[src/rtl/rv_pkg.sv]
// Shared types and constants for the RV32I subset core; memory size and latency are fixed here
package rv_pkg;

    localparam int XLEN = 32;

    // Word RAM geometry
    localparam int MEM_WORDS = 1024;
    localparam int MEM_AW = $clog2(MEM_WORDS);

    // Cycles from a sampled request to its acknowledge, at least 1
    localparam int MEM_LATENCY = 2;

    // Byte addresses that stores treat specially
    localparam logic [XLEN-1:0] OUT_ADDR = 32'd1000;
    localparam logic [XLEN-1:0] HALT_ADDR = 32'd1004;

    localparam logic [XLEN-1:0] RESET_PC = '0;

    typedef enum logic [6:0] {
        OP_IMM    = 7'b0010011,
        OP_LOAD   = 7'b0000011,
        OP_STORE  = 7'b0100011,
        OP_BRANCH = 7'b1100011
    } rv_opcode_e;

    typedef enum logic [2:0] {
        BEQ  = 3'b000,
        BNE  = 3'b001,
        BLT  = 3'b100,
        BGE  = 3'b101,
        BLTU = 3'b110,
        BGEU = 3'b111
    } rv_branch_e;

    // Only ADDI is implemented among the OP-IMM group
    typedef enum logic [2:0] {
        F_ADDI = 3'b000
    } rv_imm_funct_e;

    typedef enum logic [1:0] {
        FETCH,
        MEM,
        HALTED
    } rv_state_e;

endpackage

[src/rtl/mem_bus_if.sv]
// Core-to-memory bus with one-cycle request and ack strobes; no back-pressure, one request at a time
`timescale 1ns/1ps

interface mem_bus_if;
    import rv_pkg::*;

    // Byte address, word aligned
    logic [XLEN-1:0] addr;
    logic            rd_req;
    logic            wr_req;
    logic [XLEN-1:0] wr_data;
    logic [XLEN-1:0] rd_data;
    logic            ack;

    modport master (
        output addr,
        output rd_req,
        output wr_req,
        output wr_data,
        input  rd_data,
        input  ack
    );

    modport slave (
        input  addr,
        input  rd_req,
        input  wr_req,
        input  wr_data,
        output rd_data,
        output ack
    );

endinterface

[src/rtl/rv_core.sv]
// Multi-cycle RV32I subset core (ADDI, LW, SW, branches); any other instruction halts until reset
`timescale 1ns/1ps

module rv_core (
    input  logic                    clk,
    input  logic                    rst,
    mem_bus_if.master               mem,
    output logic                    out_valid,
    output logic [rv_pkg::XLEN-1:0] out_data,
    output logic                    halt
);
    import rv_pkg::*;

    rv_state_e       state;
    logic            boot;
    logic [XLEN-1:0] pc;
    logic [XLEN-1:0] instr_q;
    logic [XLEN-1:0] regs [32];

    // Fields of the word arriving with the fetch ack
    rv_opcode_e      f_op;
    logic [2:0]      f_funct3;
    logic [4:0]      f_rd;
    logic [4:0]      f_rs1;
    logic [4:0]      f_rs2;
    logic [XLEN-1:0] f_imm_i;
    logic [XLEN-1:0] f_imm_s;
    logic [XLEN-1:0] f_imm_b;

    // Fields of the latched instruction during MEM
    rv_opcode_e      q_op;
    logic [4:0]      q_rd;

    logic [XLEN-1:0] rs1_val;
    logic [XLEN-1:0] rs2_val;
    logic [XLEN-1:0] ld_addr;
    logic [XLEN-1:0] st_addr;
    logic            take;

    logic            issue_fetch;
    logic            issue_rd;
    logic            issue_wr;
    logic            out_fire;
    logic            stop;
    logic [XLEN-1:0] next_pc;
    logic [XLEN-1:0] req_addr;
    logic            rf_we;
    logic [4:0]      rf_waddr;
    logic [XLEN-1:0] rf_wdata;

    rv_decode u_dec_fetch (
        .instr  (mem.rd_data),
        .op     (f_op),
        .funct3 (f_funct3),
        .rd     (f_rd),
        .rs1    (f_rs1),
        .rs2    (f_rs2),
        .imm_i  (f_imm_i),
        .imm_s  (f_imm_s),
        .imm_b  (f_imm_b)
    );

    rv_decode u_dec_latched (
        .instr  (instr_q),
        .op     (q_op),
        .funct3 (),
        .rd     (q_rd),
        .rs1    (),
        .rs2    (),
        .imm_i  (),
        .imm_s  (),
        .imm_b  ()
    );

    // x0 is hardwired to zero on read
    assign rs1_val = (f_rs1 == 5'd0) ? '0 : regs[f_rs1];
    assign rs2_val = (f_rs2 == 5'd0) ? '0 : regs[f_rs2];

    assign ld_addr = rs1_val + f_imm_i;
    assign st_addr = rs1_val + f_imm_s;

    always_comb begin
        case (rv_branch_e'(f_funct3))
            BEQ:     take = (rs1_val == rs2_val);
            BNE:     take = (rs1_val != rs2_val);
            BLT:     take = ($signed(rs1_val) < $signed(rs2_val));
            BGE:     take = ($signed(rs1_val) >= $signed(rs2_val));
            BLTU:    take = (rs1_val < rs2_val);
            BGEU:    take = (rs1_val >= rs2_val);
            default: take = 1'b0;
        endcase
    end

    // Per-cycle decisions, registered below
    always_comb begin
        issue_fetch = 1'b0;
        issue_rd    = 1'b0;
        issue_wr    = 1'b0;
        out_fire    = 1'b0;
        stop        = 1'b0;
        next_pc     = pc + 32'd4;
        req_addr    = ld_addr;
        rf_we       = 1'b0;
        rf_waddr    = f_rd;
        rf_wdata    = rs1_val + f_imm_i;
        case (state)
            FETCH: begin
                if (boot) begin
                    issue_fetch = 1'b1;
                    next_pc     = pc;
                end else if (mem.ack) begin
                    case (f_op)
                        OP_IMM: begin
                            if (f_funct3 == F_ADDI) begin
                                rf_we       = 1'b1;
                                issue_fetch = 1'b1;
                            end else begin
                                stop = 1'b1;
                            end
                        end
                        OP_LOAD: begin
                            issue_rd = 1'b1;
                        end
                        OP_STORE: begin
                            if (st_addr == OUT_ADDR) begin
                                out_fire    = 1'b1;
                                issue_fetch = 1'b1;
                            end else if (st_addr == HALT_ADDR) begin
                                stop = 1'b1;
                            end else begin
                                issue_wr = 1'b1;
                                req_addr = st_addr;
                            end
                        end
                        OP_BRANCH: begin
                            issue_fetch = 1'b1;
                            if (take) begin
                                next_pc = pc + f_imm_b;
                            end
                        end
                        default: stop = 1'b1;
                    endcase
                end
            end
            MEM: begin
                if (mem.ack) begin
                    issue_fetch = 1'b1;
                    if (q_op == OP_LOAD) begin
                        rf_we    = 1'b1;
                        rf_waddr = q_rd;
                        rf_wdata = mem.rd_data;
                    end
                end
            end
            default: ;
        endcase
    end

    always_ff @(posedge clk or posedge rst) begin
        if (rst) begin
            state      <= FETCH;
            boot       <= 1'b1;
            pc         <= RESET_PC;
            mem.rd_req <= 1'b0;
            mem.wr_req <= 1'b0;
            out_valid  <= 1'b0;
            halt       <= 1'b0;
        end else begin
            boot       <= 1'b0;
            mem.rd_req <= issue_fetch | issue_rd;
            mem.wr_req <= issue_wr;
            out_valid  <= out_fire;
            if (issue_fetch) begin
                pc <= next_pc;
            end
            if (stop) begin
                state <= HALTED;
                halt  <= 1'b1;
            end else if (issue_rd || issue_wr) begin
                state <= MEM;
            end else if (issue_fetch) begin
                state <= FETCH;
            end
        end
    end

    always_ff @(posedge clk) begin
        if (issue_fetch) begin
            mem.addr <= next_pc;
        end else if (issue_rd || issue_wr) begin
            mem.addr <= req_addr;
        end
        if (issue_wr) begin
            mem.wr_data <= rs2_val;
        end
        if (out_fire) begin
            out_data <= rs2_val;
        end
        if (state == FETCH && mem.ack) begin
            instr_q <= mem.rd_data;
        end
        if (rf_we) begin
            regs[rf_waddr] <= rf_wdata;
        end
    end

endmodule

[src/rtl/rv_decode.sv]
// Combinational RV32I field decoder; opcodes outside the enum pass through as raw values
`timescale 1ns/1ps

module rv_decode (
    input  logic [rv_pkg::XLEN-1:0] instr,
    output rv_pkg::rv_opcode_e      op,
    output logic [2:0]              funct3,
    output logic [4:0]              rd,
    output logic [4:0]              rs1,
    output logic [4:0]              rs2,
    output logic [rv_pkg::XLEN-1:0] imm_i,
    output logic [rv_pkg::XLEN-1:0] imm_s,
    output logic [rv_pkg::XLEN-1:0] imm_b
);
    import rv_pkg::*;

    logic sign;

    assign sign = instr[31];

    assign op     = rv_opcode_e'(instr[6:0]);
    assign funct3 = instr[14:12];
    assign rd     = instr[11:7];
    assign rs1    = instr[19:15];
    assign rs2    = instr[24:20];

    // Loads and ADDI
    assign imm_i = {
        {(XLEN - 12){sign}},
        instr[31:20]
    };

    // Stores split the offset around rd
    assign imm_s = {
        {(XLEN - 12){sign}},
        instr[31:25],
        instr[11:7]
    };

    // Branch offset in bytes, always even
    assign imm_b = {
        {(XLEN - 13){sign}},
        instr[31],
        instr[7],
        instr[30:25],
        instr[11:8],
        1'b0
    };

endmodule

[src/flat_wrapper.sv]
// flat-port wrapper written by rule: the top's interface ports become plain ports
module rv_core_flat import rv_pkg::*;
  (clk, rst, out_valid, out_data, halt, mem_addr, mem_rd_req, mem_wr_req, mem_wr_data, mem_rd_data, mem_ack);
  mem_bus_if mem_i ();
  input  logic clk;
  input  logic rst;
  output logic out_valid;
  output logic [rv_pkg::XLEN-1:0] out_data;
  output logic halt;
  output wire logic [$bits(mem_i.addr)-1:0] mem_addr;
  output wire logic [$bits(mem_i.rd_req)-1:0] mem_rd_req;
  output wire logic [$bits(mem_i.wr_req)-1:0] mem_wr_req;
  output wire logic [$bits(mem_i.wr_data)-1:0] mem_wr_data;
  input wire logic [$bits(mem_i.rd_data)-1:0] mem_rd_data;
  input wire logic [$bits(mem_i.ack)-1:0] mem_ack;
  assign mem_addr = mem_i.addr;
  assign mem_rd_req = mem_i.rd_req;
  assign mem_wr_req = mem_i.wr_req;
  assign mem_wr_data = mem_i.wr_data;
  assign mem_i.rd_data = mem_rd_data;
  assign mem_i.ack = mem_ack;
  rv_core u_core (.clk(clk), .rst(rst), .mem(mem_i), .out_valid(out_valid), .out_data(out_data), .halt(halt));
endmodule
[config.mk]
export PLATFORM = sky130hd
export DESIGN_NAME = rv_core_flat
export DESIGN_NICKNAME = d
export VERILOG_FILES = /design/src/rtl/rv_pkg.sv /design/src/rtl/mem_bus_if.sv /design/src/rtl/rv_core.sv /design/src/rtl/rv_decode.sv /design/src/flat_wrapper.sv
export SDC_FILE = /design/constraint.sdc
export NUM_CORES = 2
export LEC_CHECK = 0
export BUFFER_PORTS_ARGS = -buffer_cell sky130_fd_sc_hd__buf_2
export CORE_MARGIN = 2
export CORE_UTILIZATION = 30
export DETAILED_ROUTE_END_ITERATION = 10
export SLEW_MARGIN = 20
export SYNTH_ARGS = -nofsm -noshare
export SYNTH_HDL_FRONTEND = slang
export SYNTH_SLANG_ARGS = --single-unit
[constraint.sdc]
create_clock -name clk -period 16.72 [get_ports clk]
set_clock_uncertainty 0.15 [all_clocks]
set_input_delay 3.344 -clock clk [delete_from_list [all_inputs] [get_ports clk]]
set_output_delay 3.344 -clock clk [all_outputs]
set_load 0.01 [all_outputs]
After elaboration in Yosys (flattened, before gate mapping)
Memory sizes are Yosys's and may differ from the RTL's.
Cells that the tools add are included.
{"block": "classes", "addsub": 4, "order_cmp": 4, "n_eq_ne": 15, "n_mux": 61, "bitwise": 1, "n_reduce_logical": 9}
{"operator": "$mux 32", "n": 18}
{"operator": "$add 32x32->32", "n": 3}
{"operator": "$eq 32x10->1 const B", "n": 2}
{"operator": "$ge 32x32->1", "n": 2}
{"operator": "$lt 32x32->1", "n": 2}
{"operator": "$add 32x3->32 const B", "n": 1}
{"operator": "$eq 32x32->1", "n": 1}
{"operator": "$mux 1", "n": 32}
{"operator": "$ne 32x32->1", "n": 1}
{"operator": "$mux 5", "n": 3}
{"operator": "$eq 7x2->1 const B", "n": 2}
{"operator": "$eq 3x3->1 const B", "n": 4}
{"operator": "$logic_not 5->1", "n": 2}
{"operator": "$eq 7x5->1 const B", "n": 1}
{"operator": "$eq 7x6->1 const B", "n": 1}
{"operator": "$eq 7x7->1 const B", "n": 1}
{"operator": "$mux 2", "n": 3}
{"operator": "$pmux 1 s3", "n": 2}
{"operator": "$pmux 1 s6", "n": 1}
{"operator": "$pmux 1 s2", "n": 2}
{"operator": "$eq 3x1->1 const B", "n": 1}
{"operator": "$logic_not 3->1", "n": 1}
{"operator": "$reduce_bool 3->1", "n": 1}
{"operator": "$eq 2x1->1 const B", "n": 1}
{"operator": "other kinds (6)", "n": 6}
{"block": "word_totals", "ff_bits": 147, "ram_bits": 1024, "input_bits": 35, "memories": 1}
{"name": "u_core.regs", "words": 32, "word_bits": 32, "rd": 2, "rd_ports_with_merged_regs": 0, "wr": 1, "line": "rv_core.sv:18", "text": "logic [XLEN-1:0] regs [32];"}

Depth between registers and ports, before layout
{"block": "depth", "word_depth": 13, "ltp_mapped": 25, "depth_no_buf": 20}

Cells and area by module
Synthesis repeated with hierarchy kept, for this count alone.
{"block": "hier_totals", "cells_unflattened": 3742, "hier_area_um2": 62483.7}
{"mod": "rv_core", "instances": 1, "cells_per_inst": 3498, "area_each_um2": 60659.4, "seq_area_each_um2": 35570.4}
{"mod": "rv_decode", "instances": 2, "cells_per_inst": 122, "area_each_um2": 912.1, "seq_area_each_um2": 0.0}

Worst setup path before layout
OpenSTA, ideal clock, no wires.
{"block": "synth_timing", "path_type": "input -> register", "from": "input port mem_rd_data[15]", "to": "register u_core.out_data[0] (netlist bit) (enable)", "setup_time_ps": 463, "arrival_ps": 11089, "required_ps": 16107, "setup_slack_ps": 5018, "cell_stages": 21, "n_path_buf": 5, "cell_sequence": "buf_4 -> buf_4 -> buf_1 -> buf_1 -> mux4_2 -> mux4_2 -> nand2_1 -> a21o_1 -> inv_1 -> ha_1 -> fa_1 -> a211oi_2 -> o21ai_1 -> a311o_1 -> and3_1 -> or3_1 -> a21oi_1 -> nand4bb_1 -> or4_4 -> buf_6 -> nor3_1"}
{"block": "synth_between", "elab_chain_len": 9, "elab_cells_between_ends": 10, "classes_between": "add/sub: 1; eq/ne: 1; mux: 6; reduce/logical: 1; memory: 1"}
{"element": "start, declared", "line": "flat_wrapper.sv:14", "text": "input wire logic [$bits(mem_i.rd_data)-1:0] mem_rd_data;"}
{"element": "$mem_v2 32x32 / $logic_not 5->1 (equally long branches)"}
{"element": "$mux 32 (*)", "line": "rv_core.sv:76", "text": "assign rs1_val = (f_rs1 == 5'd0) ? '0 : regs[f_rs1];"}
{"element": "$add 32x32->32 (*)", "line": "rv_core.sv:80", "text": "assign st_addr = rs1_val + f_imm_s;"}
{"element": "$eq 32x10->1 (*)", "line": "rv_core.sv:125", "text": "if (st_addr == OUT_ADDR) begin"}
{"element": "$mux 1 (*)", "line": "rv_core.sv:125"}
{"element": "$mux 1 (*)", "line": "rv_core.sv:112", "text": "case (f_op)"}
{"element": "$mux 1 (*)", "line": "rv_core.sv:111", "text": "end else if (mem.ack) begin"}
{"element": "$mux 1 (*)", "line": "rv_core.sv:108", "text": "if (boot) begin"}
{"element": "$mux 1 (*)", "line": "rv_core.sv:106", "text": "case (state)"}
{"element": "via u_core.out_fire", "line": "rv_core.sv:43", "text": "logic out_fire;"}
{"element": "end signal, assigned", "line": "rv_core.sv:197", "text": "out_data <= rs2_val;"}
{"element": "end, declared", "line": "rv_core.sv:9", "text": "output logic [rv_pkg::XLEN-1:0] out_data,"}
Mark *: on every way through the listed nets, which the timed path passes. The rest lies on a longest branch.
A chain may end at the register's enable or synchronous reset.

Final worst setup path
{"block": "layout_timing", "from": "input port mem_rd_data[15]", "to": "register u_core.mem.addr[7], data pin"}
{"block": "layout_between", "elab_chain_len": 12, "elab_cells_between_ends": 32, "classes_between": "add/sub: 2; order compare: 4; eq/ne: 4; mux: 20; reduce/logical: 1; memory: 1"}
{"element": "$mem_v2 32x32 / $logic_not 5->1 (equally long branches)"}
{"element": "$mux 32 (*)", "line": "rv_core.sv:76"}
{"element": "$add 32x32->32", "line": "rv_core.sv:80"}
{"element": "$eq 32x10->1", "line": "rv_core.sv:128", "text": "end else if (st_addr == HALT_ADDR) begin"}
{"element": "$mux 32", "line": "rv_core.sv:128"}
{"element": "$mux 32", "line": "rv_core.sv:125"}
{"element": "$mux 32", "line": "rv_core.sv:112"}
{"element": "$mux 32", "line": "rv_core.sv:111"}
{"element": "$mux 32", "line": "rv_core.sv:108"}
{"element": "$mux 32", "line": "rv_core.sv:106"}
{"element": "$mux 32", "line": "rv_core.sv:190", "text": "end else if (issue_rd || issue_wr) begin"}
{"element": "$mux 32 (*)", "line": "rv_core.sv:188", "text": "if (issue_fetch) begin"}
{"element": "end signal, assigned", "line": "rv_core.sv:189", "text": "mem.addr <= next_pc;"}
{"element": "end signal, assigned", "line": "rv_core.sv:191", "text": "mem.addr <= req_addr;"}
{"element": "end, declared", "line": "mem_bus_if.sv:16", "text": "output addr,"}
Every way passes the cells marked *; elsewhere a longest branch is shown, timed or not. The select of a mux whose other input is x is not followed.

==> run summary <==
The flow ran to the end, and the final reports show no timing, DRC or antenna violations. The leakage power figure came out at 22.3 nW. The number of nets in the layout is 3800.

The worst voltage drop across the vdd grid came out at 109 µV. During placement, the flow inserted port buffers numbering 134. The pin count of the biggest net entering global routing is 139.

The routability congestion estimate from global placement came out at 0.965. The remaining max-slew budget at the tightest pin is 28.8%. The count of H-tree levels built during CTS is 4.

The number of fill cells is 18563. After layout, the design draws a total of 7.82 mW. The total via count in the routed design came out at 36772. The clock insertion delay at the later pin of the skew report came out at 810 ps. The post-detailed-route wirelength per cell came out at 29.7 µm. The signal on the critical path passes through buf_8, buf_4, mux4_2, mux4_2, mux2i_1, nor2_1, ha_1, nand4_1, nor4_1, nor3b_1, nand2_1, or2_2, a31o_2, a21oi_1, o21ai_1, buf_4, a21oi_1, o31ai_1, a211oi_1, a21oi_1. Synthesis produced a netlist whose cell count is 3525. The number of placement rows came out at 163. Once the floorplan was initialized, standard cells occupied 30.3% of the core. The starting DRC count in detailed routing is 5199. The internal cell power is 5.62 mW. From synthesis to final layout, the design area changed by 14.4%. The ratio of total power to cell area came out at 114 mW/mm². The relative contribution of the clock network to total power came out at 37.5%. The data arrival time of the critical path came out at 11430 ps. The die covers 0.203 mm². The final-report hold violation count is 0. The part of the power in registers came out at 45.4%. The most area-hungry cell type in the Yosys netlist is sky130_fd_sc_hd__edfxtp_1. The wire length of the first global-routing pass is 269000 µm. For this design the total switching power over the nets is 2.20 mW. The relative contribution of combinational cells to total power came out at 17.1%. The number of slew-limit violations in the final report came out at 0. The detailed-route vias per instance came out at 5.73. In this run the post-CTS setup repair buffer count came out at 0. The worst setup path is of the input pin to flop kind. The via count of the first global-routing pass came out at 36086. The setup-violating endpoint count in the final report came out at 0. The width of the die came out at 450 µm. The number of buffers created by CTS came out at 136.

The met2 routed wirelength is 87500 µm. The number of antenna violations at the first check in global routing came out at 11. For the pin with the worst max-slew slack, the measured transition is 1070 ps. Setup repair after global routing left no endpoint under its margin. The post-detailed-routing wire length is 190000 µm. The count of clock tree sinks is 1170. The most used flip-flop cell after synthesis is sky130_fd_sc_hd__edfxtp_1. Synthesis inferred 1170 register bits. After clock tree synthesis, the clock-pin slew on the worst setup and hold paths is 60 ps. The max-cap violation count came out at 0. The kind of capture point of the worst setup path is a flop. In the detailed route, the total length drawn on met3 is 17200 µm. The slowest stage of the critical path belongs to the cell sky130_fd_sc_hd__buf_4. The global-route total usage across every layer is 18.4%. For this run, the register share of the synthesized area comes to 58.4%. The deepest clock path buffer count is 3.

The mean instance size in the synthesized netlist is 17.0 µm². The count of nets left with antenna violations once routing finished came out at 0. The fraction of registers with async set or reset after synthesis is 3.25%.

The dominant delay contributor by cell family on the critical path is simple AND/OR/NAND/NOR gates. The maximum fanout encountered on the critical timing path came out at 68. In this run switching power makes up 28.2% of total power.

Data on the critical path is required at its endpoint by 17090 ps. The vertical extent of the die came out at 450 µm. The I/O pin total came out at 135. The count of TritonRoute iterations in the first routing pass is 6. The final instance area is 0.0684 mm². The critical path contains buffers and inverters numbering 3 combined. The total of warnings raised by yosys is 0. The delay of the slowest critical-path stage came out at 870 ps.

The TritonCTS clock tree is yes. The sum of net half-perimeters after detailed placement came out at 112000 µm. The post-layout minimum cycle time is 11060 ps. The number of gates resized after CTS was 0. The accumulated negative setup slack is 0 ps. The net count after synthesis came out at 3662. The fraction of the cycle the final worst path needs came out at 66.1%. In the final layout, the share of cells above drive strength 1 is 31.1%.

The detailed router used layers up to and including met5. The min-delay analysis places its worst path in the category flop to flop. The combined area of all synthesized cells came out at 0.0598 mm². The routed length on met1 is 78600 µm. Once placement finished, the instance area stood at 0.0640 mm². Clock tree synthesis selected as its root buffer the cell sky130_fd_sc_hd__clkbuf_16. Hold repair after CTS inserted 0 buffers.

The core occupancy in the finished layout is 34.6%. In the routed design, unresolved DRC markers number 0. Derived from the worst setup path, the maximum achievable clock frequency is 90.4 MHz. The number of distinct library cell variants in the gate-level netlist after synthesis is 90.

The total overflow reported by the global router is 0. The worst setup path is launched from an input pin. Yosys attributes the largest share of cell area to sky130_fd_sc_hd__edfxtp_1 57%, sky130_fd_sc_hd__mux4_2 24%, sky130_fd_sc_hd__ha_1 2.1%.

The dominant cell type by count on the critical path is sky130_fd_sc_hd__a21oi_1. The core outline area is 0.198 mm². The fraction of synthesized cell area taken by the top area cell type came out at 56.8%. Counting flops with a built-in enable in the synthesized netlist gives 1132.
per-layer routing:
metal	GRT usage, %	vias up
li1	-	14966
met2	28.4	2010
met1	25.8	19470
met3	3.57	318
met5	0	-
met4	6.82	8
logic make-up (layout without fill, tap and decap cells):
family,count (synthesis),count (layout),synth area share [%]
multiplexers,718,718,25.3
adder cells (fa/ha/maj),102,102,2.17
other,1,3,0.00627
XOR/XNOR,96,96,1.41
AO/OA/AOI/OAI,499,499,5.34
AND/OR/NAND/NOR,644,644,5.24
flip-flops,1170,1170,58.4
buffers and inverters,295,541,2.10
synth_stat cells, types with 38 or more instances:
master                     count
sky130_fd_sc_hd__edfxtp_1   1132
sky130_fd_sc_hd__mux4_2      632
sky130_fd_sc_hd__nor2_1      186
sky130_fd_sc_hd__nand2_1     171
sky130_fd_sc_hd__a21oi_1     155
sky130_fd_sc_hd__clkbuf_1    138
sky130_fd_sc_hd__ha_1         99
sky130_fd_sc_hd__o21ai_0      97
sky130_fd_sc_hd__inv_1        73
sky130_fd_sc_hd__a21o_1       72
sky130_fd_sc_hd__mux2i_1      65
sky130_fd_sc_hd__xnor2_1      61
sky130_fd_sc_hd__nand2b_1     54
sky130_fd_sc_hd__buf_1        52
sky130_fd_sc_hd__nand3_1      47
sky130_fd_sc_hd__nand4_1      41
sky130_fd_sc_hd__nor3_1       38
worst reg2reg max path, delay by kind of cell (launching register included):
family	cells	cell delay, ps
adders and majority gates	1	410
DFF	1	380
AOI/OAI and AO/OA	7	1890
buffers and inverters	1	220
muxes	3	1570
and+or+nand+nor	6	2490
sequential cells by signal (all words and copies together) (netlist names), 2 cells and up:
register            count
u_core.instr_q         12
u_core.mem.addr        32
u_core.state            2
u_core.out_data        32
u_core.regs          1024
u_core.pc              31
u_core.mem.wr_data     32
stage by stage:
step / hold WS [ps] / cells / worst slack (ps)
floorplan: 314 / 3525 / 5020
finish: 328 / 6413 / 5660
global placement: 314 / 6165 / 5040
global route: 360 / 6411 / 5360
CTS: 330 / 6411 / 5820
detailed placement: 314 / 6165 / 4970
area by class of cell:
cell class	count	area [µm²]	share of cell area, %
antenna	2	5.00	0.00731
clock buffer	167	3550	5.19
clock inverter	79	881	1.29
inverter	74	280	0.410
multi-input combinational	2060	24000	35.1
sequential	1170	34900	51.1
tap	2640	3300	4.83
timing repair buffer	221	1420	2.08
cell usage in the layout (no fill, tap or decap), types with 12 or more instances in the layout:
cell / count
sky130_fd_sc_hd__edfxtp_1: 1132
sky130_fd_sc_hd__nor2_1: 153
sky130_fd_sc_hd__o21ai_0: 95
sky130_fd_sc_hd__clkbuf_16: 137
sky130_fd_sc_hd__clkinv_1: 26
sky130_fd_sc_hd__xnor2_1: 60
sky130_fd_sc_hd__o21ai_1: 12
sky130_fd_sc_hd__nand4_1: 41
sky130_fd_sc_hd__dfrtp_1: 37
sky130_fd_sc_hd__and3_1: 21
sky130_fd_sc_hd__nand2_1: 171
sky130_fd_sc_hd__a21oi_2: 16
sky130_fd_sc_hd__clkinv_2: 19
sky130_fd_sc_hd__or3_1: 16
sky130_fd_sc_hd__buf_4: 88
sky130_fd_sc_hd__nand3_1: 46
sky130_fd_sc_hd__clkbuf_1: 29
sky130_fd_sc_hd__o21a_1: 14
sky130_fd_sc_hd__a21oi_1: 135
sky130_fd_sc_hd__xor2_1: 35
sky130_fd_sc_hd__a211oi_1: 15
sky130_fd_sc_hd__mux4_2: 632
sky130_fd_sc_hd__inv_1: 72
sky130_fd_sc_hd__mux2i_1: 65
sky130_fd_sc_hd__nor2_4: 33
sky130_fd_sc_hd__buf_2: 124
sky130_fd_sc_hd__nand2b_1: 54
sky130_fd_sc_hd__ha_1: 99
sky130_fd_sc_hd__or2_2: 13
sky130_fd_sc_hd__a21o_1: 72
sky130_fd_sc_hd__nor3_1: 37
sky130_fd_sc_hd__mux2_2: 21
sky130_fd_sc_hd__a31oi_1: 21
power groups by stage:
stage	Sequential (mW)	Combinational (mW)	Clock, mW
floorplan	3.61	0.840	0
global placement	3.61	1.30	0
detailed placement	3.61	1.32	0
CTS	3.55	1.32	2.99
global route	3.55	1.44	3.11
finish	3.55	1.33	2.93
worst paths after layout:
kind	from	end	slack [ps]	cells after the start
setup / recovery	mem_rd_data[15]	u_core.mem.addr[7]	5660	20
hold / removal	u_core.halt	u_core.halt	330	1
setup reg to reg	u_core.regs[11][26]	u_core.mem.addr[7]	9350	18
hold reg to reg	u_core.halt	u_core.halt	330	1
max in group asynchronous	rst	u_core.pc[31]	13470	3
min in group asynchronous	rst	u_core.pc[2]	2540	3
(Power assumes the default switching activity.)
